**config.mk**
```make
export PLATFORM = sky130hd
export DESIGN_NAME = dataLink
export DESIGN_NICKNAME = d
export VERILOG_FILES = /design/src/busMasterPkg.sv /design/src/dataLink.sv
export VERILOG_INCLUDE_DIRS = /design/src /design/src/src
export SDC_FILE = /design/constraint.sdc
export NUM_CORES = 1
export LEC_CHECK = 0
export ABC_AREA = 0
export BUFFER_PORTS_ARGS = -buffer_cell sky130_fd_sc_hd__buf_2
export CAP_MARGIN = 10
export CORE_MARGIN = 2
export CORE_UTILIZATION = 42
export CTS_CLUSTER_SIZE = 8
export DETAILED_ROUTE_END_ITERATION = 7
export PLACE_DENSITY = 0.85
export RECOVER_POWER = 25
export SLEW_MARGIN = 20
export SYNTH_ARGS = -nofsm -noshare
export SYNTH_HDL_FRONTEND = slang
export SYNTH_SLANG_ARGS = --single-unit
```
**constraint.sdc**
```tcl
create_clock -name clk -period 1.9 [get_ports clk]
set_input_delay 0.38 -clock clk [delete_from_list [all_inputs] [get_ports clk]]
set_output_delay 0.38 -clock clk [all_outputs]
set_load 0.05 [all_outputs]
```
**src/busMaster_params.svh**
```systemverilog
`ifndef BUS_MASTER_PARAMS_SVH
`define BUS_MASTER_PARAMS_SVH

// local word memory
`define BM_MEM_DEPTH          4096
`define BM_ADDR_WIDTH         12
`define BM_DATA_WIDTH         16

// slave addressing and frame layout
`define BM_SLAVE_ID_WIDTH     2
`define BM_START_PATTERN_LEN  3
// start pattern, slave id, rd/wr bit, burst bit, address
`define BM_CONTROL_LEN        (`BM_START_PATTERN_LEN + `BM_SLAVE_ID_WIDTH + 2 + `BM_ADDR_WIDTH)
// start pattern followed by slave id
`define BM_ARB_REQ_LEN        (`BM_START_PATTERN_LEN + `BM_SLAVE_ID_WIDTH)
`define BM_GRANT_RUN          2

`endif

```
**src/busMasterPkg.sv**
```systemverilog
`default_nettype none

`include "busMaster_params.svh"

package busMasterPkg;

    typedef logic [`BM_ADDR_WIDTH-1:0]     memAddrT;
    typedef logic [`BM_DATA_WIDTH-1:0]     dataWordT;
    typedef logic [`BM_SLAVE_ID_WIDTH-1:0] slaveIdT;

    // control frame, first field goes out first
    typedef struct packed {
        logic [`BM_START_PATTERN_LEN-1:0] startPattern;
        slaveIdT                          slaveId;
        logic                             rdWr;
        logic                             burst;
        memAddrT                          address;
    } controlFieldsT;

    // built by field, shifted out as one raw word
    typedef union packed {
        controlFieldsT              fields;
        logic [`BM_CONTROL_LEN-1:0] raw;
    } controlFrameU;

    typedef enum logic [2:0] {
        idle,
        arbitrate,
        sendControl,
        transfer,
        finish
    } masterPhaseE;

endpackage

`default_nettype wire

```
**src/dataLink.sv**
```systemverilog
`default_nettype none

`include "busMaster_params.svh"

module dataLink
    import busMasterPkg::*;
(
    input  wire logic     clk,
    input  wire logic     rstN,
    input  wire logic     wordGo,
    input  wire logic     wordRead,
    input  wire memAddrT  wordAddr,
    input  wire logic     wordLast,
    input  wire dataWordT memRdData,
    input  wire logic     rD,
    input  wire logic     ready,
    output memAddrT       memRdAddr,
    output logic          capWe,
    output memAddrT       capAddr,
    output dataWordT      capData,
    output logic          valid,
    output logic          wrD,
    output logic          last,
    output logic          wordDone
);

    localparam int bitCntW = $clog2(`BM_DATA_WIDTH);
    localparam logic [bitCntW-1:0] finalBit = bitCntW'(`BM_DATA_WIDTH - 1);

    logic               fetchPend;
    logic               readMode;
    logic               lastWord;
    logic [bitCntW-1:0] bitCnt;
    dataWordT           shiftReg;
    logic               bitMove;

    ////////////////////////////////////////////////////////////////////////////
    // pin side
    ////////////////////////////////////////////////////////////////////////////

    // a bit moves only when the slave is ready
    assign bitMove = valid && ready;

    // word address is held by the sequencer for the whole word
    assign memRdAddr = wordAddr;
    assign capAddr   = wordAddr;
    assign capData   = shiftReg;

    assign wrD  = valid && !readMode && shiftReg[`BM_DATA_WIDTH-1];
    assign last = valid && lastWord;

    ////////////////////////////////////////////////////////////////////////////
    // word sequencing
    ////////////////////////////////////////////////////////////////////////////

    always_ff @(posedge clk or negedge rstN) begin
        if (!rstN) begin
            fetchPend <= 1'b0;
            readMode  <= 1'b0;
            lastWord  <= 1'b0;
            bitCnt    <= '0;
            valid     <= 1'b0;
            capWe     <= 1'b0;
            wordDone  <= 1'b0;
        end else begin
            capWe    <= 1'b0;
            wordDone <= 1'b0;
            if (wordGo) begin
                fetchPend <= 1'b1;
                readMode  <= wordRead;
                lastWord  <= wordLast;
            end else if (fetchPend) begin
                // memory word is on memRdData now
                fetchPend <= 1'b0;
                valid     <= 1'b1;
                bitCnt    <= '0;
            end else if (bitMove) begin
                bitCnt <= bitCnt + 1'b1;
                if (bitCnt == finalBit) begin
                    valid    <= 1'b0;
                    wordDone <= 1'b1;
                    capWe    <= readMode;
                end
            end
        end
    end

    // MSB first both ways, rD shifts in at the bottom
    always_ff @(posedge clk) begin
        if (fetchPend) begin
            shiftReg <= memRdData;
        end else if (bitMove) begin
            shiftReg <= {shiftReg[`BM_DATA_WIDTH-2:0], readMode ? rD : 1'b0};
        end
    end

    validUntilDone: assert property (@(posedge clk) disable iff (!rstN)
        valid |-> !wordGo && $stable(wordAddr));

endmodule

`default_nettype wire

```
Word level (Yosys, flattened, before mapping)
Cells that the tools add are included.
Word-level totals
  logic and storage cells: 37
  bits of input ports: 35
  bits in registers: 26
  output and inout port bits: 45
Operators by class
  multiplexer cells: 17
  reductions and logical operators: 9
  $add $sub $neg: 1
  bitwise gates (word level): 1
  equality and inequality tests: 1
Operators with widths (count)
  16-bit two-way mux: 2
  1-bit two-way mux: 13
  4-bit two-way mux: 2
  4-bit by 1-bit adder with 4-bit output (second input constant): 1
  4-bit == test (second input constant): 1
  1-bit logical AND: 4
  2-bit nonzero test: 2
  3-bit AND reduction: 1
  2-bit AND reduction: 1
  1-bit logical NOT: 1
  1-bit inverter: 1

Depth between registers and ports, before layout
  depth in word-level cells: 5
  gate-level depth with buffers: 4
  mapped depth without buffers: 4

Worst setup path after synthesis
OpenSTA, ideal clock, no wires.
  path kind: register to output
  from: reg valid
  to: out wrD
  data required time: 1.520 ns
  buffers on the path: 0
  data arrival time: 1.439 ns
  setup slack: 0.081 ns
  stages on the path, launching flop included: 3
  path through: dfrtp_1 -> nand2_1 -> nor2_1
On the way
  word-level cells in the longest chain between the ends: 2
Ends and longest elaborated chain
  from (decl): RTL line dataLink.sv:21  | output logic valid,
  from (signal assigned): RTL line dataLink.sv:62  | valid <= 1'b0;
  from (signal assigned): RTL line dataLink.sv:75  | valid <= 1'b1;
  from (signal assigned): RTL line dataLink.sv:80  | valid <= 1'b0;
  1-bit logical AND (2 in series): RTL line dataLink.sv:49  | assign wrD = valid && !readMode && shiftReg[`BM_DATA_WIDTH-1];
  to (decl): RTL line dataLink.sv:22  | output logic wrD,
No other way between the ends.

Worst setup path in the final report
Ends and elaborated chain as after synthesis.

==> qor.csv <==
stage,metric,value,unit
detailed_routing,first_pass_iters,4,
global_routing,grt_pass1_vias,849,
timing,period_share,0.852,
placement,place_ws,0.425,ns
setup_path,cpPeakStageDelay,0.48,ns
timing,fmax,617,MHz
setup_path,worstReg2RegEnd,capData[1],
final_layout,nets,164,
setup_path,r2r_start,fetchPend,
setup_path,cp-end-kind,output port,
setup_path,critPathArrivalTime,1.24,ns
timing,grt_setup_unrepaired,no,
timing,setup_slack,0.280,ns
setup_path,path_buf_inv,1,
setup_path,worst_path_max_delay_cell,dfrtp_1,
global_routing,gr-total-overflow,0,
synthesis,synth_seq_area_share,0.557,
detailed_routing,via_per_inst,5.23,
placement,gp_congestion,0.893,
final_layout,areaGrowthSynthToFinish,10.0,%
setup_path,r2r_cells,3,
global_routing,antenna_found_initial,0,
detailed_routing,drc_errors,0,
setup_path,path_cells,nand2_1 > nor2_1 > buf_2,
run,max_cap_violations,0,
floorplan,die_h,59.9,um
detailed_routing,initialDrtViolationCount,13,
setup_path,r2r_slack,0.44,ns
final_layout,drive_gt1_frac,0.512,
final_layout,diodes,0,
worst_hold_path,hold_class,in -> reg,
floorplan,fp-row-count,20,
timing,worst_pin_slew,0.555,ns
detailed_routing,routedWlPerCell,14.6,um
global_routing,grt_usage,0.139,
setup_path,cp-startpoint,valid,
placement,port_buffers,43,
synthesis,synth.distinct_cells,21,
detailed_routing,num_vias,837,
timing,maxSlewViolCount,0,
timing,setup_tns,0,ns
synthesis,synth_top_family_by_area,buffers and inverters,
outcome,status,completed,
detailed_routing,wl,2340,um
final_layout,final-instance-count-excl-fill,160,
detailed_routing,ant_nets,0,
setup_path,cp.required,1.52,ns
setup_path,critPathTopFamily,flip-flops,
placement,post-dp-hpwl,1810,um
placement,place_inst,155,
setup_path,critPathKind,reg -> out,
power,leakage,0.647,nW
floorplan,io_pins,80,
synthesis,yosys.area_share.adder,0.00954,
setup_path,cp_num_cells,3,
power,cellPowerDensity,969,mW/mm2
synthesis,synthSimpleGateAreaFrac,0.0849,
clock_network,postCtsSetupBuffers,0,
final_layout,final_core_util,0.480,
floorplan,core,0.00300,mm2
synthesis,synth_cells,104,
floorplan,die_w,59.9,um
floorplan,die-area,0.00359,mm2
clock_network,clockBufferDepth,2,
global_routing,grt_max_degree,16,
synthesis,synth-compound-area-share,0.0401,
power,ir_drop,375,uV
final_layout,nFillCells,280,
final_layout,final_cell_mix,"buf_2, mux2_2, edfxtp_1, dfrtp_1, nand2_1",
timing,maxSlewHeadroom,0.630,
clock_network,htreeDepth,1,
setup_path,critPathLaunchType,flop,
timing,hold_viol_final,0,
timing,finClkSkew,0.0140,ns
clock_network,cts_buffers,3,
synthesis,synth_area,0.00131,mm2
power,power,1.40,mW
timing,period_minus_slack,1.62,ns
synthesis,syn_area_per_cell,12.6,um2
synthesis,synth_warnings,0,
setup_path,endpoint,wrD,
synthesis,synth_xor_area_frac,0,
clock_network,cts_tree,done,
clock_network,clk_latency,0.32,ns
synthesis,ys_ff_latch,26,
floorplan,start_util,0.437,
synthesis,syn_nets,140,
clock_network,cts_sinks,26,
clock_network,root_buffer,clkbuf_4,
timing,setup_viol,0,
synthesis,synth_mux_area_frac,0.154,
final_layout,layout_commonest_cell,buf_2,
setup_path,crit_fanout,8,
clock_network,path_clk_slew,0.15,ns
global_routing,grt_pass1_wl,3690,um
==> routing by layer <==
layer | track usage | wire length, um
met5 | 0 | 0
met4 | 0.0730 | 42
met3 | 0.0303 | 217
met2 | 0.227 | 1110
met1 | 0.171 | 965
==> worst min path at each step <==
stage | depth (start not counted) | start | slack, ns | endpoint
floorplan | 0 | rstN | 0.08 | bitCnt[0]
global placement | 1 | rstN | 0.24 | valid
detailed placement | 1 | rstN | 0.25 | readMode
CTS | 2 | wordLast | 0.27 | lastWord
global route | 2 | wordRead | 0.27 | readMode
finish | 2 | wordLast | 0.28 | lastWord
==> area by class of cell <==
| cell class | instances | area, um2 | share of cell area |
|---|---|---|---|
| inverters | 2 | 7.51 | 0.00520 |
| repair buffers | 46 | 238 | 0.165 |
| flip-flops and latches | 26 | 731 | 0.507 |
| well taps | 33 | 41.3 | 0.0286 |
| multi-input cells | 49 | 378 | 0.262 |
| clock buffers | 4 | 47.5 | 0.0330 |
==> logic make-up (layout without fill, tap and decap cells) <==
group | after synthesis | in the layout
compound gates | 9 | 9
fa+ha+maj | 1 | 1
buf+inv | 29 | 52
flops | 26 | 26
mux | 18 | 18
simple gates | 21 | 21
==> power breakdown <==
part	leakage, nW	total (mW)	switching [mW]	internal [mW]
Sequential	0.288	0.739	0.0597	0.679
Combinational	0.332	0.339	0.228	0.111
Clock	0.0261	0.320	0.159	0.161
Total	0.647	1.40	0.447	0.951
==> flip-flops by register name, indices dropped and copies added, names as in the netlist <==
register / count
valid: 1
readMode: 1
capData: 16
fetchPend: 1
bitCnt: 4
wordDone: 1
lastWord: 1
capWe: 1
==> synth_stat cells, drive strengths merged <==
master | count | area, um2
buf | 27 | 195
mux2 | 17 | 191
edfxtp | 16 | 480
dfrtp | 10 | 250
nand2 | 8 | 30.0
o21ai | 5 | 25.0
nand3 | 4 | 20.0
and2 | 2 | 12.5
inv | 2 | 7.51
nor2 | 2 | 7.51
or3 | 2 | 12.5
a21oi | 1 | 5.00
a31oi | 1 | 6.26
a41oi | 1 | 8.76
and4b | 1 | 10.0
ha | 1 | 12.5
mux2i | 1 | 10.0
nand2b | 1 | 6.26
nor4 | 1 | 12.5
o211ai | 1 | 7.51
==> what timing repair did <==
item / 4_1_cts / 5_1_grt
hold endpoints to repair: 10 / 0
hold buffers: 1 / 0
endpoints found under the setup margin: 0 / 0
gates resized for setup: 0 / 0
==> stage by stage <==
stage,hold slack [ns],instance area (um2)
6_report,0.279,1440
5_1_grt,0.273,1440
4_1_cts,0.270,1450
3_5_place_dp,0.248,1390
3_3_place_gp,0.244,1390
2_1_floorplan,0.0844,1310
(Power assumes the default switching activity.)
