===== src/busMaster_params.svh =====
`ifndef BUS_MASTER_PARAMS_SVH
`define BUS_MASTER_PARAMS_SVH

// local word memory
`define BM_MEM_DEPTH          4096
`define BM_ADDR_WIDTH         12
`define BM_DATA_WIDTH         16

// slave addressing and frame layout
`define BM_SLAVE_ID_WIDTH     2
`define BM_START_PATTERN_LEN  3
// start pattern, slave id, rd/wr bit, burst bit, address
`define BM_CONTROL_LEN        (`BM_START_PATTERN_LEN + `BM_SLAVE_ID_WIDTH + 2 + `BM_ADDR_WIDTH)
// start pattern followed by slave id
`define BM_ARB_REQ_LEN        (`BM_START_PATTERN_LEN + `BM_SLAVE_ID_WIDTH)
`define BM_GRANT_RUN          2

`endif


===== src/busMasterPkg.sv =====
`default_nettype none

`include "busMaster_params.svh"

package busMasterPkg;

    typedef logic [`BM_ADDR_WIDTH-1:0]     memAddrT;
    typedef logic [`BM_DATA_WIDTH-1:0]     dataWordT;
    typedef logic [`BM_SLAVE_ID_WIDTH-1:0] slaveIdT;

    // control frame, first field goes out first
    typedef struct packed {
        logic [`BM_START_PATTERN_LEN-1:0] startPattern;
        slaveIdT                          slaveId;
        logic                             rdWr;
        logic                             burst;
        memAddrT                          address;
    } controlFieldsT;

    // built by field, shifted out as one raw word
    typedef union packed {
        controlFieldsT              fields;
        logic [`BM_CONTROL_LEN-1:0] raw;
    } controlFrameU;

    typedef enum logic [2:0] {
        idle,
        arbitrate,
        sendControl,
        transfer,
        finish
    } masterPhaseE;

endpackage

`default_nettype wire


===== src/arbiterLink.sv =====
`default_nettype none

`include "busMaster_params.svh"

module arbiterLink
    import busMasterPkg::*;
(
    input  wire logic    clk,
    input  wire logic    rstN,
    input  wire logic    arbReq,
    input  wire slaveIdT reqSlaveId,
    input  wire logic    arbCont,
    input  wire logic    releaseBus,
    output logic         arbSend,
    output logic         granted
);

    localparam int reqCntW = $clog2(`BM_ARB_REQ_LEN + 1);
    localparam int runCntW = $clog2(`BM_GRANT_RUN + 1);
    localparam logic [runCntW-1:0] runLast = runCntW'(`BM_GRANT_RUN - 1);

    logic [`BM_ARB_REQ_LEN-1:0] reqShift;
    logic [reqCntW-1:0]         reqLeft;
    logic [runCntW-1:0]         highRun;
    logic                       waiting;
    logic                       holding;

    // request bits first, then the bus hold level
    assign arbSend = (reqLeft != '0) ? reqShift[`BM_ARB_REQ_LEN-1] : holding;

    always_ff @(posedge clk or negedge rstN) begin
        if (!rstN) begin
            reqShift <= '0;
            reqLeft  <= '0;
            highRun  <= '0;
            waiting  <= 1'b0;
            holding  <= 1'b0;
            granted  <= 1'b0;
        end else begin
            granted <= 1'b0;
            if (arbReq) begin
                reqShift <= {{`BM_START_PATTERN_LEN{1'b1}}, reqSlaveId};
                reqLeft  <= reqCntW'(`BM_ARB_REQ_LEN);
            end else if (reqLeft != '0) begin
                reqShift <= reqShift << 1;
                reqLeft  <= reqLeft - 1'b1;
                if (reqLeft == reqCntW'(1)) begin
                    waiting <= 1'b1;
                    highRun <= '0;
                end
            end else if (waiting) begin
                // grant is a run of consecutive high samples
                if (!arbCont) begin
                    highRun <= '0;
                end else if (highRun == runLast) begin
                    waiting <= 1'b0;
                    holding <= 1'b1;
                    granted <= 1'b1;
                end else begin
                    highRun <= highRun + 1'b1;
                end
            end
            if (releaseBus) begin
                holding <= 1'b0;
            end
        end
    end

    grantAfterRequest: assert property (@(posedge clk) disable iff (!rstN)
        granted |-> $past(arbCont) && $past(arbCont, 2) && $past(reqLeft == '0, 2));

endmodule

`default_nettype wire


===== config.mk =====
export PLATFORM = sky130hd
export DESIGN_NAME = arbiterLink
export DESIGN_NICKNAME = d
export VERILOG_FILES = /design/src/busMasterPkg.sv /design/src/arbiterLink.sv
export VERILOG_INCLUDE_DIRS = /design/src /design/src/src
export SDC_FILE = /design/constraint.sdc
export NUM_CORES = 1
export LEC_CHECK = 0
export BUFFER_PORTS_ARGS = -buffer_cell sky130_fd_sc_hd__buf_2
export CORE_MARGIN = 5
export CORE_UTILIZATION = 50
export CTS_CLUSTER_SIZE = 24
export DETAILED_ROUTE_END_ITERATION = 6
export PLACE_DENSITY_LB_ADDON = 0.08
export SETUP_SLACK_MARGIN = 0.15
export SLEW_MARGIN = 20
export SYNTH_ARGS = -nofsm -noshare
export SYNTH_HDL_FRONTEND = slang
export SYNTH_SLANG_ARGS = --single-unit

===== constraint.sdc =====
create_clock -name clk -period 3.9 [get_ports clk]
set_input_delay 0.78 -clock clk [delete_from_list [all_inputs] [get_ports clk]]
set_output_delay 0.78 -clock clk [all_outputs]
set_load 0.01 [all_outputs]

# Word-level counts from Yosys, hierarchy flattened

Cells that the tools add are included.

Register bits: 13
Input bits: 7
Word-level logic and storage cells: 50

Add/sub/neg operators: 2
Equal/unequal tests: 6
Muxes and demuxes: 26
Bitwise logic cells: 1
Reductions and logical operators: 9

Operators by type and width:

| operator                                                            | count |
|---|---|
| 1-bit 2-to-1 mux                                                    | 17 |
| 2-bit 2-to-1 mux                                                    | 5 |
| 5-bit 2-to-1 mux                                                    | 2 |
| 2-bit nonzero test                                                  | 5 |
| 3-bit 2-to-1 mux                                                    | 2 |
| 5-bit AND reduction                                                 | 1 |
| 2-bit by 1-bit != test with 1-bit output (second input constant)    | 2 |
| 4-bit AND reduction                                                 | 1 |
| 3-bit by 1-bit == test with 1-bit output (second input constant)    | 1 |
| 3-bit != test (second input constant)                               | 1 |
| 3-bit nonzero test                                                  | 1 |
| 3-bit by 1-bit subtractor with 3-bit output (second input constant) | 1 |
| 2-bit by 1-bit adder with 2-bit output (second input constant)      | 1 |
| 2-bit by 1-bit == test with 1-bit output (second input constant)    | 1 |
| 2-bit != test (second input constant)                               | 1 |
| 2-bit AND reduction                                                 | 1 |
| 1-bit inverter                                                      | 1 |

# Longest topological paths before layout

Gate-level depths: netlist (run 1).

Depth after elaboration: 7
Mapped depth: 6
Mapped depth without buffers: 5

# Worst setup path after synthesis (run 1)

Ideal clock, no wire load.

Kind: reg-to-output
Start point: reg reqLeft[0]
End point: out arbSend
Arrival time: 1.092 ns
Slack: 2.028 ns
Stages on the path, launching flop included: 6
Path buffers: 0
Path through: dfrtp_1 inv_1 ha_1 and2b_1 nand2_1 nand2_1

Word-level cells in the longest chain between the ends: 2

RTL lines:

| element                  | line              | RTL |
|---|---|---|
| start: declaration       | arbiterLink.sv:23 | `logic [reqCntW-1:0] reqLeft;` |
| start signal: assignment | arbiterLink.sv:43 | `` reqLeft <= reqCntW'(`BM_ARB_REQ_LEN); `` |
| start signal: assignment | arbiterLink.sv:46 | `reqLeft <= reqLeft - 1'b1;` |
| 3-bit nonzero test       | arbiterLink.sv:29 | `` assign arbSend = (reqLeft != '0) ? reqShift[`BM_ARB_REQ_LEN-1] : holding; `` |
| 1-bit 2-to-1 mux         | arbiterLink.sv:29 |  |
| end: declaration         | arbiterLink.sv:14 | `output logic arbSend,` |

No other way between the ends.

# Worst setup path after layout (run 1)

Ends and elaborated chain as after synthesis.

==> results of run 1 <==
==> worst max path at each step <==
stage                           from      end  slack (ns)  depth (start not counted)
final                     reqLeft[0]  arbSend        1.42                          6
after global routing      reqLeft[0]  arbSend        1.28                          6
after CTS                 reqLeft[0]  arbSend        1.40                          6
after detailed placement  reqLeft[0]  arbSend        1.72                          6
after global placement    reqLeft[0]  arbSend        1.76                          6
after floorplan           reqLeft[0]  arbSend        2.03                          5
==> flip-flops by register name, summed over array words and instances (netlist names) <==
signal / flops
granted: 1
waiting: 1
highRun: 2
holding: 1
reqLeft: 3
reqShift: 5
==> logic make-up after synthesis <==
logic type,after synthesis,share of synthesized area [%]
AND/OR/NAND/NOR,24,20.1
adder cells (fa/ha/maj),4,7.65
buffers and inverters,7,5.16
AO/OA/AOI/OAI,12,14.5
XOR/XNOR,1,1.34
multiplexers,1,1.53
flip-flops,13,49.7
==> worst max-delay path: cells and delay by family, from the launching register on <==
family	cells	cell delay (ns)
simple gates	3	0.53
buf+inv	2	0.24
flops	1	0.39
fa+ha+maj	1	0.27
==> layer usage <==
layer / wire length [um] / track usage [%] / vias to the layer above / share of wire, %
li1: - / - / 231 / -
met1: 522 / 17.8 / 216 / 49
met2: 474 / 19.2 / 10 / 44
met3: 73 / 2.34 / 0 / 6.8
met4: 0 / 6.82 / 0 / 0
met5: 0 / 0 / - / 0
==> layout by cell type, fill, tap and decap left out <==
master,instances
nand4_1,1
nand2b_1,2
nor2_1,2
nand3b_1,3
dfrtp_1,13
mux2i_1,1
o31ai_1,1
a21oi_1,1
xnor2_1,1
inv_1,5
a211oi_1,1
ha_1,4
and2b_1,1
a21boi_1,1
clkbuf_1,1
o21ba_2,1
o21ai_0,3
nand2_1,12
o221ai_2,1
o21a_1,1
nor3b_2,2
nor3_1,1
buf_2,8
clkbuf_4,3
a32o_1,2
==> synthesized netlist by cell type <==
cell | number | share of area, %
xnor2_1 | 1 | 1.3
a32o_1 | 2 | 3.1
mux2i_1 | 1 | 1.5
nand2_1 | 12 | 6.9
ha_1 | 4 | 7.6
clkbuf_1 | 1 | 0.57
inv_1 | 5 | 2.9
a21oi_1 | 1 | 0.76
a21boi_1 | 1 | 1.1
a211oi_1 | 1 | 1.1
buf_6 | 1 | 1.7
dfrtp_1 | 13 | 50
nor3b_2 | 2 | 3.8
and2b_1 | 1 | 1.1
o221ai_2 | 1 | 2.3
nand4_1 | 1 | 0.96
nor3_1 | 1 | 0.76
o21ai_0 | 3 | 2.3
nand2b_1 | 2 | 1.9
nor2_1 | 2 | 1.1
o31ai_1 | 1 | 1.1
o21ba_2 | 1 | 1.5
o21a_1 | 1 | 1.1
nand3b_1 | 3 | 3.4
==> cell type report <==
class,instances,area [sq um],share of cell area (%)
sequential,13,325,44.9
tap,15,18.8,2.59
multi-input combinational,42,295,40.8
timing repair buffer,8,40.0,5.53
clock buffer,4,26.3,3.63
inverter,5,18.8,2.59
==> power by group <==
part           total, mW  internal, mW  switching (mW)
clock network     0.0834        0.0396          0.0437
registers          0.161         0.151          0.0108
logic             0.0652        0.0270          0.0382
==> stage by stage <==
| stage | total power [mW] | utilization, % | hold slack, ns | cells | setup WS (ns) |
|---|---|---|---|---|---|
| floorplan | 0.213 | - | 0.461 | 62 | 2.03 |
| global placement | 0.230 | 55.0 | 0.478 | 83 | 1.76 |
| detailed placement | 0.230 | 55.0 | 0.476 | 83 | 1.72 |
| CTS | 0.315 | 57.1 | 0.379 | 87 | 1.40 |
| global route | 0.331 | 57.1 | 0.388 | 87 | 1.28 |
| finish | 0.310 | 57.1 | 0.374 | 87 | 1.42 |
==> metrics.yaml, run 1 <==
area_delta_synth_final_pct: 10.7
finalCritPeriodShare_pct: 63.6
synth_area_per_cell_sq_um: 10.6
worst_slew_pin_slew_ns: 0.475
final.min_clock_period_ns: 2.48
clkTransAtPathRegs_ns: 0.08
clk_latency_ns: 0.27
r2r-end: "highRun[0]"
ir_drop_uv: 206
nNetsFinal: 84
design_area_sq_um: 724
antenna_found_initial: 0
htreeDepth: 1
gr-total-overflow: 0
post_dp_cell_area_sq_um: 698
ctsHoldBuffers: 0
cpMostUsedCell: "nand2_1"
setup_viol: 0
rr_startpoint: "reqLeft[0]"
worstPathArrival_ns: 1.70
drive_gt1_share_pct: 20.8
finalHoldViolCount: 0
r2r_slack_ns: 2.26
synth_seq_cells: 13
n_antenna_cell: 0
core-area_sq_um: 1270
cts_buffers: 3
grt_max_degree: 14
cts_sinks: 13
avgRoutedWirePerCell_um: 12.3
status: "complete, no violations"
cp_slowest_cell: "dfrtp_1"
wirelength_um: 1070
die_area_sq_um: 2130
fin_setup_tns_ns: 0
critical_path.cell_chain: "inv_1, ha_1, nand2b_1, nand2_1, nand2_1, buf_2"
grt_pass1_wl_um: 1970
yosys_warnings: 0
required_ns: 3.12
final_max_slew_viol_count: 0
rows: 13
power_density_nw_per_um2: 428
netlist_area_sq_um: 654
p_leak_nw: 0.336
viasPerCell: 5.25
drtPass1Iterations: 4
critical_path.max_stage_delay_ns: 0.39
maxCapViolCount: 0
slew_headroom_pct: 68.3
die_h_um: 46.2
io_pins: 9
worstSetupPathType: "register to output port"
drt-initial-drc-count: 10
cts_tree: "built"
grt_setup_unrepaired: "false"
r2r_cells: 5
worst-path-max-fanout: 10
min_path_type: "input port to asynchronous set/reset pin"
ctsResizeCount: 0
fp.dieW_um: 46.2
track_usage_pct: 13.0
cts_setup_buffers: 0
worst_clock_skew_ns: 0.000827
ys_seq_area_share_pct: 49.7
drcViolationCount: 0
clock_path_buffers: 2
synth_cells: 62
cts-root-buf: "clkbuf_4"
initial_core_util_pct: 51.6
place_congestion: 0.784
n_fill_cell: 122
dr_total_vias: 457
cp-start-kind: "register"
fmax_ghz: 0.403
setup.worst_path.end_class: "output port"
ant_nets: 0
dp_hpwl_um: 771
grt_pass1_vias: 439
numPortBuffers: 8
synth_cell_types: 24
syn-num-nets: 73
Note: power is estimated with default switching activity, not from simulation.
==> run 2: changes to the inputs <==
==> constraint.sdc (replaced) <==
create_clock -name clk -period 2.3 [get_ports clk]
set_input_delay 0.46 -clock clk [delete_from_list [all_inputs] [get_ports clk]]
set_output_delay 0.46 -clock clk [all_outputs]
set_load 0.01 [all_outputs]
==> run 2 against run 1 <==
First-iteration DRC count fell by 70%; sequential cell count did not move; die area did not move; hold slack got worse by 0.33 ns; combinational power rose by 73%; sequential share of layout area fell by 0.69 points; via count rose by 0.44%; count of clock-buffer cells in the layout did not move; largest power group unchanged.
==> metrics.yaml, run 2 (synthesis results as in run 1) <==
viasPerCell: 5.22
avgRoutedWirePerCell_um: 12.3
finalHoldViolCount: 0
critical_path.max_stage_delay_ns: 0.38
busiest_layer: "met2"
io_pins: 9
grt_pass1_vias: 426
cp-startpoint: "reqLeft[0]"
clk_latency_ns: 0.28
gr-usage-met2_pct: 19.2
die_h_um: 46.2
worstSetupPathType: "register to output port"
worstPathArrival_ns: 1.49
top_regs: "reqShift: 5 flops, reqLeft: 3 flops, highRun: 2 flops"
fin_setup_tns_ns: 0
required_ns: 1.84
htreeDepth: 1
gr-total-overflow: 0
core-area_sq_um: 1270
dp_hpwl_um: 790
worst_slew_pin_slew_ns: 0.283
finalCritPeriodShare_pct: 84.7
place_congestion: 0.695
rr_startpoint: "reqLeft[0]"
post_dp_cell_area_sq_um: 706
fmax_ghz: 0.513
p_leak_nw: 0.338
area_delta_synth_final_pct: 12.4
n_antenna_cell: 0
cts_tree: "built"
ant_nets: 0
fp.dieW_um: 46.2
cp-start-kind: "register"
grt_max_degree: 14
final_core_util_pct: 58.0
largest_reg_flops: 5
drtPass1Iterations: 4
drcViolationCount: 0
clkTransAtPathRegs_ns: 0.08
drt-initial-drc-count: 3
worst_clock_skew_ns: 0.00321
use_met1_pct: 15.9
timing.hold.ws_ns: 0.0444
final.min_clock_period_ns: 1.95
n_fill_cell: 111
setup_viol: 0
seqCellArea_sq_um: 325
drive_gt1_share_pct: 24.7
critPathBufInv: 2
multi_input_area_sq_um: 299
finalPower_mw: 0.532
worst-path-max-fanout: 6
die_area_sq_um: 2130
nNetsFinal: 85
dpl_worst_slack_ns: 0.549
grt_pass1_wl_um: 1850
track_usage_pct: 12.8
final_max_slew_viol_count: 0
ir_drop_uv: 441
rows: 13
max_flop_register: "reqShift"
wirelength_um: 1080
cp_slowest_cell: "dfrtp_1"
numPortBuffers: 8
grt_util_met3_pct: 2.34
power_density_nw_per_um2: 723
grt_setup_unrepaired: "false"
final_cell_mix: "dfrtp_1, nand2_1, buf_2"
design_area_sq_um: 736
placed_cells: 84
setup_ws_ns: 0.352
finalNonFillerCells: 88
status: "complete, no violations"
cpMostUsedCell: "nand2_1"
crit_family: "flip-flops"
final_common_cell: "dfrtp_1"
critical_path.cell_chain: "inv_1, ha_2, and2b_2, nand2_1, nand2_1, buf_2"
ctsHoldBuffers: 0
cts_sinks: 13
initial_core_util_pct: 51.6
dr_total_vias: 459
slew_headroom_pct: 81.1
clock_path_buffers: 2
cts-root-buf: "clkbuf_4"
maxCapViolCount: 0
setup.worst_path.end_class: "output port"
min_path_type: "input port to asynchronous set/reset pin"
cts_buffers: 3
antenna_found_initial: 0
run 2: changes by cell type in the layout (fill, tap and decap cells not counted), sizes merged:
cell | before | now
buf | 8 | 9
run 2: worst reg2reg max path, stage by stage, from the launching register on:
cell and delay, ns:
dfrtp_1 0.38, inv_1 0.11, ha_2 0.24, nand2b_1 0.08, buf_4 0.18, o221ai_2 0.22
o21ai_0 0.12
run 2: final cells by class:
type                       instances  area share, %
inverter                           5           2.55
timing repair buffer               9           6.46
clock buffer                       4           3.57
tap                               15           2.55
multi-input combinational         42           40.6
sequential                        13           44.2
run 2: worst paths after layout:
| check | slack [ns] | cells after the start | end |
|---|---|---|---|
| setup / recovery | 0.35 | 6 | arbSend |
| hold / removal | 0.04 | 1 | reqLeft[2] |
| setup reg to reg | 0.85 | 6 | waiting |
| hold reg to reg | 0.49 | 1 | highRun[1] |
| max in group asynchronous | 2.03 | 1 | reqLeft[0] |
| min in group clk | 0.38 | 3 | reqShift[0] |
run 2: power by group:
group	internal, mW	switching (mW)	total [mW]
sequential	0.255	0.0187	0.274
combinational	0.0492	0.0641	0.113
clock	0.0674	0.0770	0.144
run 2: layer usage:
metal / wire [um] / vias up / part of all wire, %
met1: 504 / 210 / 47
met2: 469 / 12 / 44
met3: 80 / 2 / 7.4
met5: 0 / - / 0
li1: - / 235 / -
met4: 24 / 0 / 2.2
run 2: timing repair:
item	CTS	global route
endpoints found under the setup margin	0	1
resized for setup	0	2
buffers inserted	0	0
