**src/busMaster_params.svh**
```systemverilog
`ifndef BUS_MASTER_PARAMS_SVH
`define BUS_MASTER_PARAMS_SVH

// local word memory
`define BM_MEM_DEPTH          4096
`define BM_ADDR_WIDTH         12
`define BM_DATA_WIDTH         16

// slave addressing and frame layout
`define BM_SLAVE_ID_WIDTH     2
`define BM_START_PATTERN_LEN  3
// start pattern, slave id, rd/wr bit, burst bit, address
`define BM_CONTROL_LEN        (`BM_START_PATTERN_LEN + `BM_SLAVE_ID_WIDTH + 2 + `BM_ADDR_WIDTH)
// start pattern followed by slave id
`define BM_ARB_REQ_LEN        (`BM_START_PATTERN_LEN + `BM_SLAVE_ID_WIDTH)
`define BM_GRANT_RUN          2

`endif

```
**src/busMasterPkg.sv**
```systemverilog
`default_nettype none

`include "busMaster_params.svh"

package busMasterPkg;

    typedef logic [`BM_ADDR_WIDTH-1:0]     memAddrT;
    typedef logic [`BM_DATA_WIDTH-1:0]     dataWordT;
    typedef logic [`BM_SLAVE_ID_WIDTH-1:0] slaveIdT;

    // control frame, first field goes out first
    typedef struct packed {
        logic [`BM_START_PATTERN_LEN-1:0] startPattern;
        slaveIdT                          slaveId;
        logic                             rdWr;
        logic                             burst;
        memAddrT                          address;
    } controlFieldsT;

    // built by field, shifted out as one raw word
    typedef union packed {
        controlFieldsT              fields;
        logic [`BM_CONTROL_LEN-1:0] raw;
    } controlFrameU;

    typedef enum logic [2:0] {
        idle,
        arbitrate,
        sendControl,
        transfer,
        finish
    } masterPhaseE;

endpackage

`default_nettype wire

```
**src/controlSerializer.sv**
```systemverilog
`default_nettype none

`include "busMaster_params.svh"

module controlSerializer
    import busMasterPkg::*;
(
    input  wire logic         clk,
    input  wire logic         rstN,
    input  wire logic         frameLoad,
    input  wire controlFrameU frame,
    output logic              control,
    output logic              frameDone
);

    localparam int bitCntW = $clog2(`BM_CONTROL_LEN);
    localparam logic [bitCntW-1:0] finalBit = bitCntW'(`BM_CONTROL_LEN - 1);

    logic [`BM_CONTROL_LEN-1:0] shiftReg;
    logic [bitCntW-1:0]         bitCnt;
    logic                       shifting;

    // line idles low between frames
    assign control = shifting && shiftReg[`BM_CONTROL_LEN-1];

    always_ff @(posedge clk or negedge rstN) begin
        if (!rstN) begin
            shiftReg  <= '0;
            bitCnt    <= '0;
            shifting  <= 1'b0;
            frameDone <= 1'b0;
        end else begin
            frameDone <= 1'b0;
            if (frameLoad) begin
                shiftReg <= frame.raw;
                bitCnt   <= '0;
                shifting <= 1'b1;
            end else if (shifting) begin
                shiftReg <= shiftReg << 1;
                bitCnt   <= bitCnt + 1'b1;
                if (bitCnt == finalBit) begin
                    shifting  <= 1'b0;
                    frameDone <= 1'b1;
                end
            end
        end
    end

    noReloadMidFrame: assert property (@(posedge clk) disable iff (!rstN)
        frameLoad |-> !shifting);

endmodule

`default_nettype wire

```
**config.mk**
```make
export PLATFORM = sky130hd
export DESIGN_NAME = controlSerializer
export DESIGN_NICKNAME = d
export VERILOG_FILES = /design/src/busMasterPkg.sv /design/src/controlSerializer.sv
export VERILOG_INCLUDE_DIRS = /design/src /design/src/src
export SDC_FILE = /design/constraint.sdc
export NUM_CORES = 1
export LEC_CHECK = 0
export BUFFER_PORTS_ARGS = -buffer_cell sky130_fd_sc_hd__buf_2
export CORE_MARGIN = 2
export CORE_UTILIZATION = 57
export DETAILED_ROUTE_END_ITERATION = 7
export PLACE_DENSITY = 0.88
export SYNTH_ARGS = -nofsm -noshare
export SYNTH_HDL_FRONTEND = slang
export SYNTH_SLANG_ARGS = --single-unit
```
**constraint.sdc**
```tcl
create_clock -name clk -period 3.25 [get_ports clk]
set_input_delay 0.325 -clock clk [delete_from_list [all_inputs] [get_ports clk]]
set_output_delay 0.325 -clock clk [all_outputs]
set_load 0.1 [all_outputs]
```
# --- Word level (Yosys, flattened, before mapping) ---
# Index checks and enable logic that the tools add are counted.
classes:
  n_addsub: 1
  n_eq_ne: 1
  n_mux: 10
  reduce_logical: 2
op_table:
  columns: ["op", "n"]
  rows:
  - ["2-to-1 mux 19 bit", 2]
  - ["2-to-1 mux 5 bit", 2]
  - ["2-to-1 mux 1 bit", 6]
  - ["adder 5 x 1 -> 5 bit (second input constant)", 1]
  - ["equality test 5 bit (second input constant)", 1]
  - ["nonzero test 2 bit", 1]
  - ["logical AND 1 bit", 1]
word_totals:
  regBits: 26
  inputBits: 22
  out_inout_bits: 2
  wordCells: 18

# --- Depth between registers and ports, before layout ---
# Gate-level depths: netlist of run 1.
logic_depth:
  word_depth: 4
  mapped_depth: 4
  mapped_depth_nobuf: 4

# --- Worst setup path after synthesis of run 1 ---
# No wires, ideal clock.
synth_path:
  kind: "reg-to-output"
  start: "register shifting"
  end: "output port control"
  t_arrival_ps: 1292
  required_ps: 2925
  setup_slack_ps: 1633
  stages_incl_launch_ff: 3
  n_path_buf: 1
  cell_sequence: "dfrtp_1 > buf_2 > and2_1"
synth_via:
  elab_chain_len: 1
synth_rtl:
  columns: ["element", "line_no", "source"]
  rows:
  - ["start, declared", "controlSerializer.sv:21", "logic shifting;"]
  - ["start signal, assigned", "controlSerializer.sv:30", "shifting <= 1'b0;"]
  - ["start signal, assigned", "controlSerializer.sv:37", "shifting <= 1'b1;"]
  - ["start signal, assigned", "controlSerializer.sv:42", "shifting <= 1'b0;"]
  - ["logical AND 1 bit", "controlSerializer.sv:24", "assign control = shifting && shiftReg[`BM_CONTROL_LEN-1];"]
  - ["end, declared", "controlSerializer.sv:12", "output logic control,"]
# Every way passes these cells.

# --- Worst setup path after layout of run 1 ---
# Ends and elaborated chain as after synthesis.

==> flow_summary.toml, run 1 <==
[status]
status = "complete, no violations"

[yosys]
synth.avg_cell_area_um2 = 10.8
yosysTopAreaCellShare_pct = 53.4
synth.most_common_cell = "dfrtp_1"
synthDistinctLibCells = 23
synth_nets = 137
syn_inst = 113
synthTopCellsByArea = "dfrtp_1 53%, mux2i_1 15%, o21ai_1 7.4%, nand2_1 5.9%, buf_2 2.5%"
synthesis.area_um2 = 1220
synth_seq_cells = 26
seq_area_frac_synth_pct = 53.4
synth_warnings = 0
synthArstFlopShare_pct = 100
synth_top_cell_by_area = "dfrtp_1"
ys_top_cells_by_count = "26 x dfrtp_1, 19 x nand2_1, 18 x mux2i_1, 18 x o21ai_1, 6 x buf_2"
ys.flop_type = "dfrtp_1"
synth_edf_count = 0

[drt]
antenna_left = 0
first_iter_violations = 6
drcViolationCount = 0
post_drt_via_cell_ratio = 5.29
drt-pass1-iter-count = 4
vias = 851
wl_per_cell_um = 12.5
wirelength_um = 2020

[setup_path]
critical_path_class = "register to output pin"
cp-start-kind = "register"
critPathRequiredTime_ps = 2920
cp-end-kind = "output pin"
cp.arrival_ps = 1550
crit_path_max_fanout = 11

[layout]
fin_cells = 161
areaGrowthSynthToFinish_pct = 13.7
diodes = 0
nets = 159
drive_gt1_share_pct = 21.6

[clock_network]
cts_setup_buffers = 0
tritoncts.num_buffers = 3
clock_latency_ps = 330
post_cts_resized = 0
htreeDepth = 1
cts_tree = "built"
cts.sinks = 26
path_clk_slew_ps = 150
cts_root_buf = "clkbuf_4"
ctsHoldBuffers = 1
cts.path.max_buffers = 2

[timing]
grt_setup_unrepaired = "false"
setup-tns-final_ps = 0
maxSlewHeadroom_pct = 50.3
fin_crit_sh_pct = 57.7
slew_viol_final = 0
period_needed_ps = 1870
final-setup-viol-count = 0
hold_violations = 0
skew_ps = 13.9
worstMarginPinSlew_ps = 745
max_freq_mhz = 533

[place]
routabilityCongestion = 0.753
dp_cells = 156
io_buffers = 23
dp_hpwl_um = 1410

[floorplan]
die-area_um2 = 2520
die_w_um = 50.2
start_util_pct = 61.5
ios = 24
fp.dieH_um = 50.2
rows = 16
coreArea_um2 = 1980

[job]
maxCapViolations = 0

[global_routing]
grtUsageTotal_pct = 19.8
grt_pass1_wl_um = 3730
grt_max_degree = 48
grt_pass1_vias = 869
grt.overflow.total = 0
antenna_found_initial = 0

[power]
irDropWorstVdd_mv = 0.331
power_leakage_uw = 0.000767
powerDensity_nw_per_um2 = 475

[min_path]
hold_path.class = "primary input to register"
==> sequential cells by signal (all words and copies together) (netlist names) <==
signal	cells
shifting	1
shiftReg	19
bitCnt	5
frameDone	1
==> worst max-delay path, cell delays in order, from the launching register on <==
cell and delay (ps):
dfrtp_1 590, and2_1 190, buf_2 430
==> metrics by stage <==
step                hold slack [ps]  worst slack, ps  cell area [um^2]  util [%]  total power [uW]
floorplan                      29.4             1630              1220         -               414
global placement                347             1790              1320      66.7               438
detailed placement              349             1760              1320      66.7               443
CTS                             191             1370              1390      69.9               661
global route                    202             1270              1390      69.9               689
finish                          194             1380              1390      69.9               658
==> layout by cell type, fill, tap and decap left out, types with 2 or more instances in the layout <==
cell type,count
buf_2,23
clkbuf_4,3
dfrtp_1,26
ha_1,2
mux2_1,2
mux2i_1,18
nand2_1,19
nand4_1,2
nor2_1,4
nor2b_1,2
o21ai_1,18
==> report_power, final <==
group	total (uW)	switching (uW)	internal [uW]	leakage, uW
clock	222	96.8	125	0.0000279
sequential	362	15.2	347	0.000322
combinational	74.2	42.6	31.5	0.000417
total	658	155	504	0.000767
==> worst paths after layout <==
check,startpoint,end,slack (ps),depth (start not counted)
max,shifting,control,1380,2
min,frame[9],shiftReg[9],190,3
max reg2reg,shifting,shiftReg[6],1840,3
min reg2reg,shiftReg[5],shiftReg[5],570,2
max in group asynchronous,rstN,shiftReg[5],2380,2
min in group asynchronous,rstN,shifting,500,2
==> final cells by class <==
type	instances	area, um^2
clock buffers	3	22.5
clock inverters	1	30.0
fillers	150	597
inverters	1	3.75
multi-input cells	78	512
flip-flops and latches	26	651
well taps	27	33.8
repair buffers	25	133
==> layer usage <==
metal	global-route usage (%)	wire length [um]	up-vias
li1	-	-	431
met1	25.9	970	397
met2	31.1	920	17
met3	2.38	60	6
met4	12.5	69	0
met5	0	0	-
==> cell families after synthesis <==
| family | after synthesis | synth area share, % |
|---|---|---|
| buf+inv | 9 | 4.62 |
| mux | 20 | 16.6 |
| compound gates | 23 | 10.3 |
| flops | 26 | 53.4 |
| fa+ha+maj | 2 | 2.05 |
| xor+xnor | 1 | 0.719 |
| simple gates | 32 | 12.3 |
No activity file was read; power rests on OpenSTA's default activity.
==> inputs of run 2 (changes only) <==
--- a/config.mk
+++ b/config.mk
@@ -8,9 +8,9 @@
 export LEC_CHECK = 0
 export BUFFER_PORTS_ARGS = -buffer_cell sky130_fd_sc_hd__buf_2
 export CORE_MARGIN = 2
-export CORE_UTILIZATION = 57
+export CORE_UTILIZATION = 53
 export DETAILED_ROUTE_END_ITERATION = 7
-export PLACE_DENSITY = 0.88
+export PLACE_DENSITY = 0.83
 export SYNTH_ARGS = -nofsm -noshare
 export SYNTH_HDL_FRONTEND = slang
 export SYNTH_SLANG_ARGS = --single-unit
==> constraint.sdc (replaced) <==
create_clock -name clk -period 1.9 [get_ports clk]
set_input_delay 0.19 -clock clk [delete_from_list [all_inputs] [get_ports clk]]
set_output_delay 0.19 -clock clk [all_outputs]
set_load 0.1 [all_outputs]
==> run 2 against run 1 <==
Against the previous run:
- sequential share of layout area decreased by 0.50 points
- non-clock buffer count is 2 higher
- via count increased by 1.4%
- final cell count increased by 1.9%
- worst hold slack got worse by 120 ps
- sequential power is 72% higher
- combinational power increased by 86%
- count of clock-buffer cells in the layout is 1 higher
- first-iteration DRC count down 50%
- clock power up 24%
- register-to-register slack got worse by 1400 ps
==> flow_summary.toml, run 2 (synthesis gave the netlist of run 1 again) <==
[status]
status = "complete, no violations"

[job]
maxCapViolations = 0

[timing]
period_needed_ps = 1680
worstMarginPinSlew_ps = 573
max_freq_mhz = 595
skew_ps = 1.26
hold_violations = 0
slew_viol_final = 0
setup_ws_ps = 218
grt_setup_unrepaired = "false"
fin_crit_sh_pct = 88.5
setup-tns-final_ps = 0
final-setup-viol-count = 0
maxSlewHeadroom_pct = 61.8

[floorplan]
coreArea_um2 = 2190
ios = 24
rows = 17
die-area_um2 = 2700
start_util_pct = 55.6
die_w_um = 52.0
fp.dieH_um = 52.0

[place]
dp_cells = 159
dp_hpwl_um = 1570
io_buffers = 23
routabilityCongestion = 0.751
dp_slack_ps = 489

[setup_path]
critical_path_class = "register to output pin"
cp-end-kind = "output pin"
critPathRequiredTime_ps = 1710
crit_path_max_fanout = 14
cp.arrival_ps = 1490
cp-start-kind = "register"

[power]
switching_share_pct = 25.2
powerDensity_nw_per_um2 = 738
p_int_uw = 773
comb_power_share_pct = 13.3
p_switching_uw = 261
irDropWorstVdd_mv = 0.520
power_leakage_uw = 0.000774
p_seq_share_pct = 60.1
p_clk_share_pct = 26.6

[global_routing]
grt.overflow.total = 0
grtUsageTotal_pct = 18.8
grt_max_degree = 27
grt_pass1_wl_um = 3710
antenna_found_initial = 0
grt_pass1_vias = 827

[layout]
final_common_cell = "dfrtp_1"
largest_reg_flops = 19
fin_util_pct = 63.9
layout_common_cells = "26 x dfrtp_1, 22 x buf_2, 19 x nand2_1, 18 x mux2i_1, 18 x o21ai_1"
diodes = 0
fin_cells = 164
nets = 161
top_register = "shiftReg"
top_regs = "shiftReg (19), bitCnt (5)"
areaGrowthSynthToFinish_pct = 14.9
drive_gt1_share_pct = 22.8

[clock_network]
post_cts_resized = 0
clock_latency_ps = 320
cts.path.max_buffers = 2
cts.sinks = 26
htreeDepth = 1
cts_root_buf = "clkbuf_4"
cts_tree = "built"
path_clk_slew_ps = 130
tritoncts.num_buffers = 3

[min_path]
hold_path.class = "primary input to register"

[drt]
antenna_left = 0
wl_per_cell_um = 13.8
drt-pass1-iter-count = 2
first_iter_violations = 3
vias = 863
post_drt_via_cell_ratio = 5.26
drcViolationCount = 0
wirelength_um = 2270
run 2: through the flow:
stage / area, um^2 / hold WS (ps) / total power (uW)
global placement: 1350 / 207 / 759
finish: 1400 / 73.2 / 1030
CTS: 1400 / 71.0 / 1040
detailed placement: 1350 / 217 / 769
floorplan: 1220 / -106 / 707
global route: 1400 / 71.6 / 1080
run 2: what timing repair did:
item | in CTS | in global routing
hold buffers | 1 | 0
hold endpoints to repair | 26 | 0
setup buffers | 0 | 0
run 2: final cells by class:
cell class / instances / area (um^2)
Timing Repair Buffer: 27 / 163
Multi-Input combinational cell: 78 / 512
Sequential cell: 26 / 651
Tap cell: 28 / 35.0
Inverter: 1 / 3.75
Clock buffer: 4 / 36.3
Fill cell: 175 / 791
run 2: worst max-delay path, stage by stage (launching register included):
cell and delay, ps:
dfrtp_1 730, and2_1 260, buf_12 180
run 2: power groups by stage:
stage	Sequential [uW]	Clock [uW]	Combinational, uW
5_1_grt	627	301	155
2_1_floorplan	622	0	85.0
3_5_place_dp	632	0	138
3_3_place_gp	628	0	130
4_1_cts	621	280	140
6_report	621	275	138
run 2: worst paths after layout:
kind                       depth (start not counted)        start            to  slack (ps)
max                                                2     shifting       control         220
min                                                3     frame[9]   shiftReg[9]          70
max reg2reg                                        3     shifting  shiftReg[11]         450
min reg2reg                                        2  shiftReg[0]   shiftReg[0]         570
max in group asynchronous                          2         rstN     bitCnt[1]        1140
min in group asynchronous                          2         rstN     bitCnt[3]         380
run 2: per-layer routing:
layer / up-vias / routed length [um] / track usage, %
met2: 15 / 1180 / 32.1
met1: 414 / 1010 / 23.9
li1: 432 / - / -
met3: 2 / 65 / 3.45
met4: 0 / 17 / 6.58
met5: - / 0 / 0
==> inputs of run 3 (changes only) <==
--- a/config.mk
+++ b/config.mk
@@ -7,10 +7,9 @@
 export NUM_CORES = 1
 export LEC_CHECK = 0
 export BUFFER_PORTS_ARGS = -buffer_cell sky130_fd_sc_hd__buf_2
-export CORE_MARGIN = 2
 export CORE_UTILIZATION = 53
 export DETAILED_ROUTE_END_ITERATION = 7
-export PLACE_DENSITY = 0.83
+export PLACE_DENSITY = 0.77
 export SYNTH_ARGS = -nofsm -noshare
 export SYNTH_HDL_FRONTEND = slang
 export SYNTH_SLANG_ARGS = --single-unit
==> run 3 against run 2 <==
Against the previous run:
- count of clock-buffer cells in the layout shrank 1
- global-route usage shrank 0.064 points
- core utilization grew 3.6 points
- power shrank 5.5%
- maximum frequency grew 4.0%
==> flow_summary.toml, run 3 (synthesis gave the netlist of run 1 again) <==
[status]
status = "complete, no violations"

[clock_network]
htreeDepth = 1
cts.sinks = 26
clock_latency_ps = 310
tritoncts.num_buffers = 3
path_clk_slew_ps = 120
post_cts_resized = 0
cts_tree = "built"
cts.path.max_buffers = 2
cts_root_buf = "clkbuf_4"

[drt]
drt-pass1-iter-count = 3
post_drt_via_cell_ratio = 5.18
wirelength_um = 1990
wl_per_cell_um = 12.2
antenna_left = 0
drcViolationCount = 0
vias = 844
first_iter_violations = 5

[place]
routabilityCongestion = 0.733
dp_cells = 159
dp_slack_ps = 579
io_buffers = 23
postPlaceCellArea_um2 = 1360
dp_hpwl_um = 1460

[layout]
fin_cells = 163
layout_common_cells = "26 x dfrtp_1, 22 x buf_2, 19 x nand2_1, 18 x mux2i_1, 18 x o21ai_1"
final_common_cell = "dfrtp_1"
diodes = 0
top_register = "shiftReg"
drive_gt1_share_pct = 22.8
top_regs = "shiftReg (19), bitCnt (5)"
final_area_um2 = 1390
areaGrowthSynthToFinish_pct = 14.3
nets = 162
fillers = 182
largest_reg_flops = 19

[floorplan]
fp.dieH_um = 50.0
die_w_um = 50.0
die-area_um2 = 2500
start_util_pct = 59.1
ios = 24
coreArea_um2 = 2060
rows = 16

[setup_path]
r2r_slack_ps = 550
critPathBufInv = 1
reg2reg_to = "shiftReg[12]"
cp-end-kind = "output pin"
path_cells = "and2_1, buf_12"
crit_path_max_fanout = 14
reg2reg_depth = 3
cp.arrival_ps = 1430
critical_path_class = "register to output pin"
slowest_delay_ps = 670
crit_slowest_cell = "dfrtp_1"
critPathTopFamily = "flip-flops"
timing.rr.start = "shifting"
critPathRequiredTime_ps = 1710
cp-start-kind = "register"

[global_routing]
grt_max_degree = 27
grt_pass1_wl_um = 3510
grtUsageTotal_pct = 18.8
antenna_found_initial = 0
grt_pass1_vias = 830
grt.overflow.total = 0

[power]
irDropWorstVdd_mv = 0.486
power_leakage_uw = 0.000771
powerDensity_nw_per_um2 = 701

[timing]
grt_setup_unrepaired = "false"
hold_slack_ps = 79.8
slew_viol_final = 0
max_freq_mhz = 618
worstMarginPinSlew_ps = 567
fin_crit_sh_pct = 85.1
skew_ps = 1.89
setup-tns-final_ps = 0
period_needed_ps = 1620
setup_ws_ps = 282
maxSlewHeadroom_pct = 62.2
hold_violations = 0
final-setup-viol-count = 0

[min_path]
hold_end = "shiftReg[0]"
hold_path.class = "primary input to register"
holdCritStartpoint = "frame[0]"
whs_path_depth = 3

[job]
maxCapViolations = 0
## run 3: changes by cell type in the layout (fill, tap and decap cells not counted), sizes merged
cell / delta
buf: +1
clkbuf: -1
## run 3: cell type report
class | count | area [um^2] | area share (%)
clock buffer | 3 | 22.5 | 1.62
inverter | 1 | 3.75 | 0.270
multi-input combinational | 78 | 512 | 36.7
sequential | 26 | 651 | 46.7
tap | 27 | 33.8 | 2.43
timing repair buffer | 28 | 170 | 12.2
## run 3: worst max-delay path by stage
stage	startpoint	to	slack [ps]	cells after the start
final	shifting	control	280	2
after global routing	shifting	control	200	2
after CTS	shifting	control	270	2
after detailed placement	shifting	shiftReg[13]	580	3
after global placement	shifting	shiftReg[13]	610	3
after floorplan	shifting	control	420	2
## run 3: metrics by stage
step | total power, uW | util (%)
3_5_place_dp | 767 | 66.0
5_1_grt | 1030 | 67.5
2_1_floorplan | 707 | -
3_3_place_gp | 760 | 66.0
6_report | 977 | 67.5
4_1_cts | 989 | 67.5
## run 3: routing by layer
metal / global-route usage [%] / vias up / wire, um
li1: - / 434 / -
met1: 24.5 / 386 / 965
met2: 30.6 / 18 / 917
met3: 3.70 / 6 / 70
met4: 7.14 / 0 / 33
met5: 0 / - / 0
## run 3: worst register-to-register path: cells and delay by family (launching register included)
kind,cells,cell delay [ps]
buf+inv,1,270
mux,1,210
flops,1,670
compound gates,1,80
## run 3: power breakdown
part	internal [uW]	leakage [uW]	switching (uW)
Clock	74.1	0.0000138	147
Combinational	61.7	0.000435	74.2
Sequential	594	0.000322	25.7
## run 3: what timing repair did
item | 4_1_cts | 5_1_grt
hold endpoints to repair | 26 | 0
setup buffers | 0 | 0
hold buffers | 1 | 0
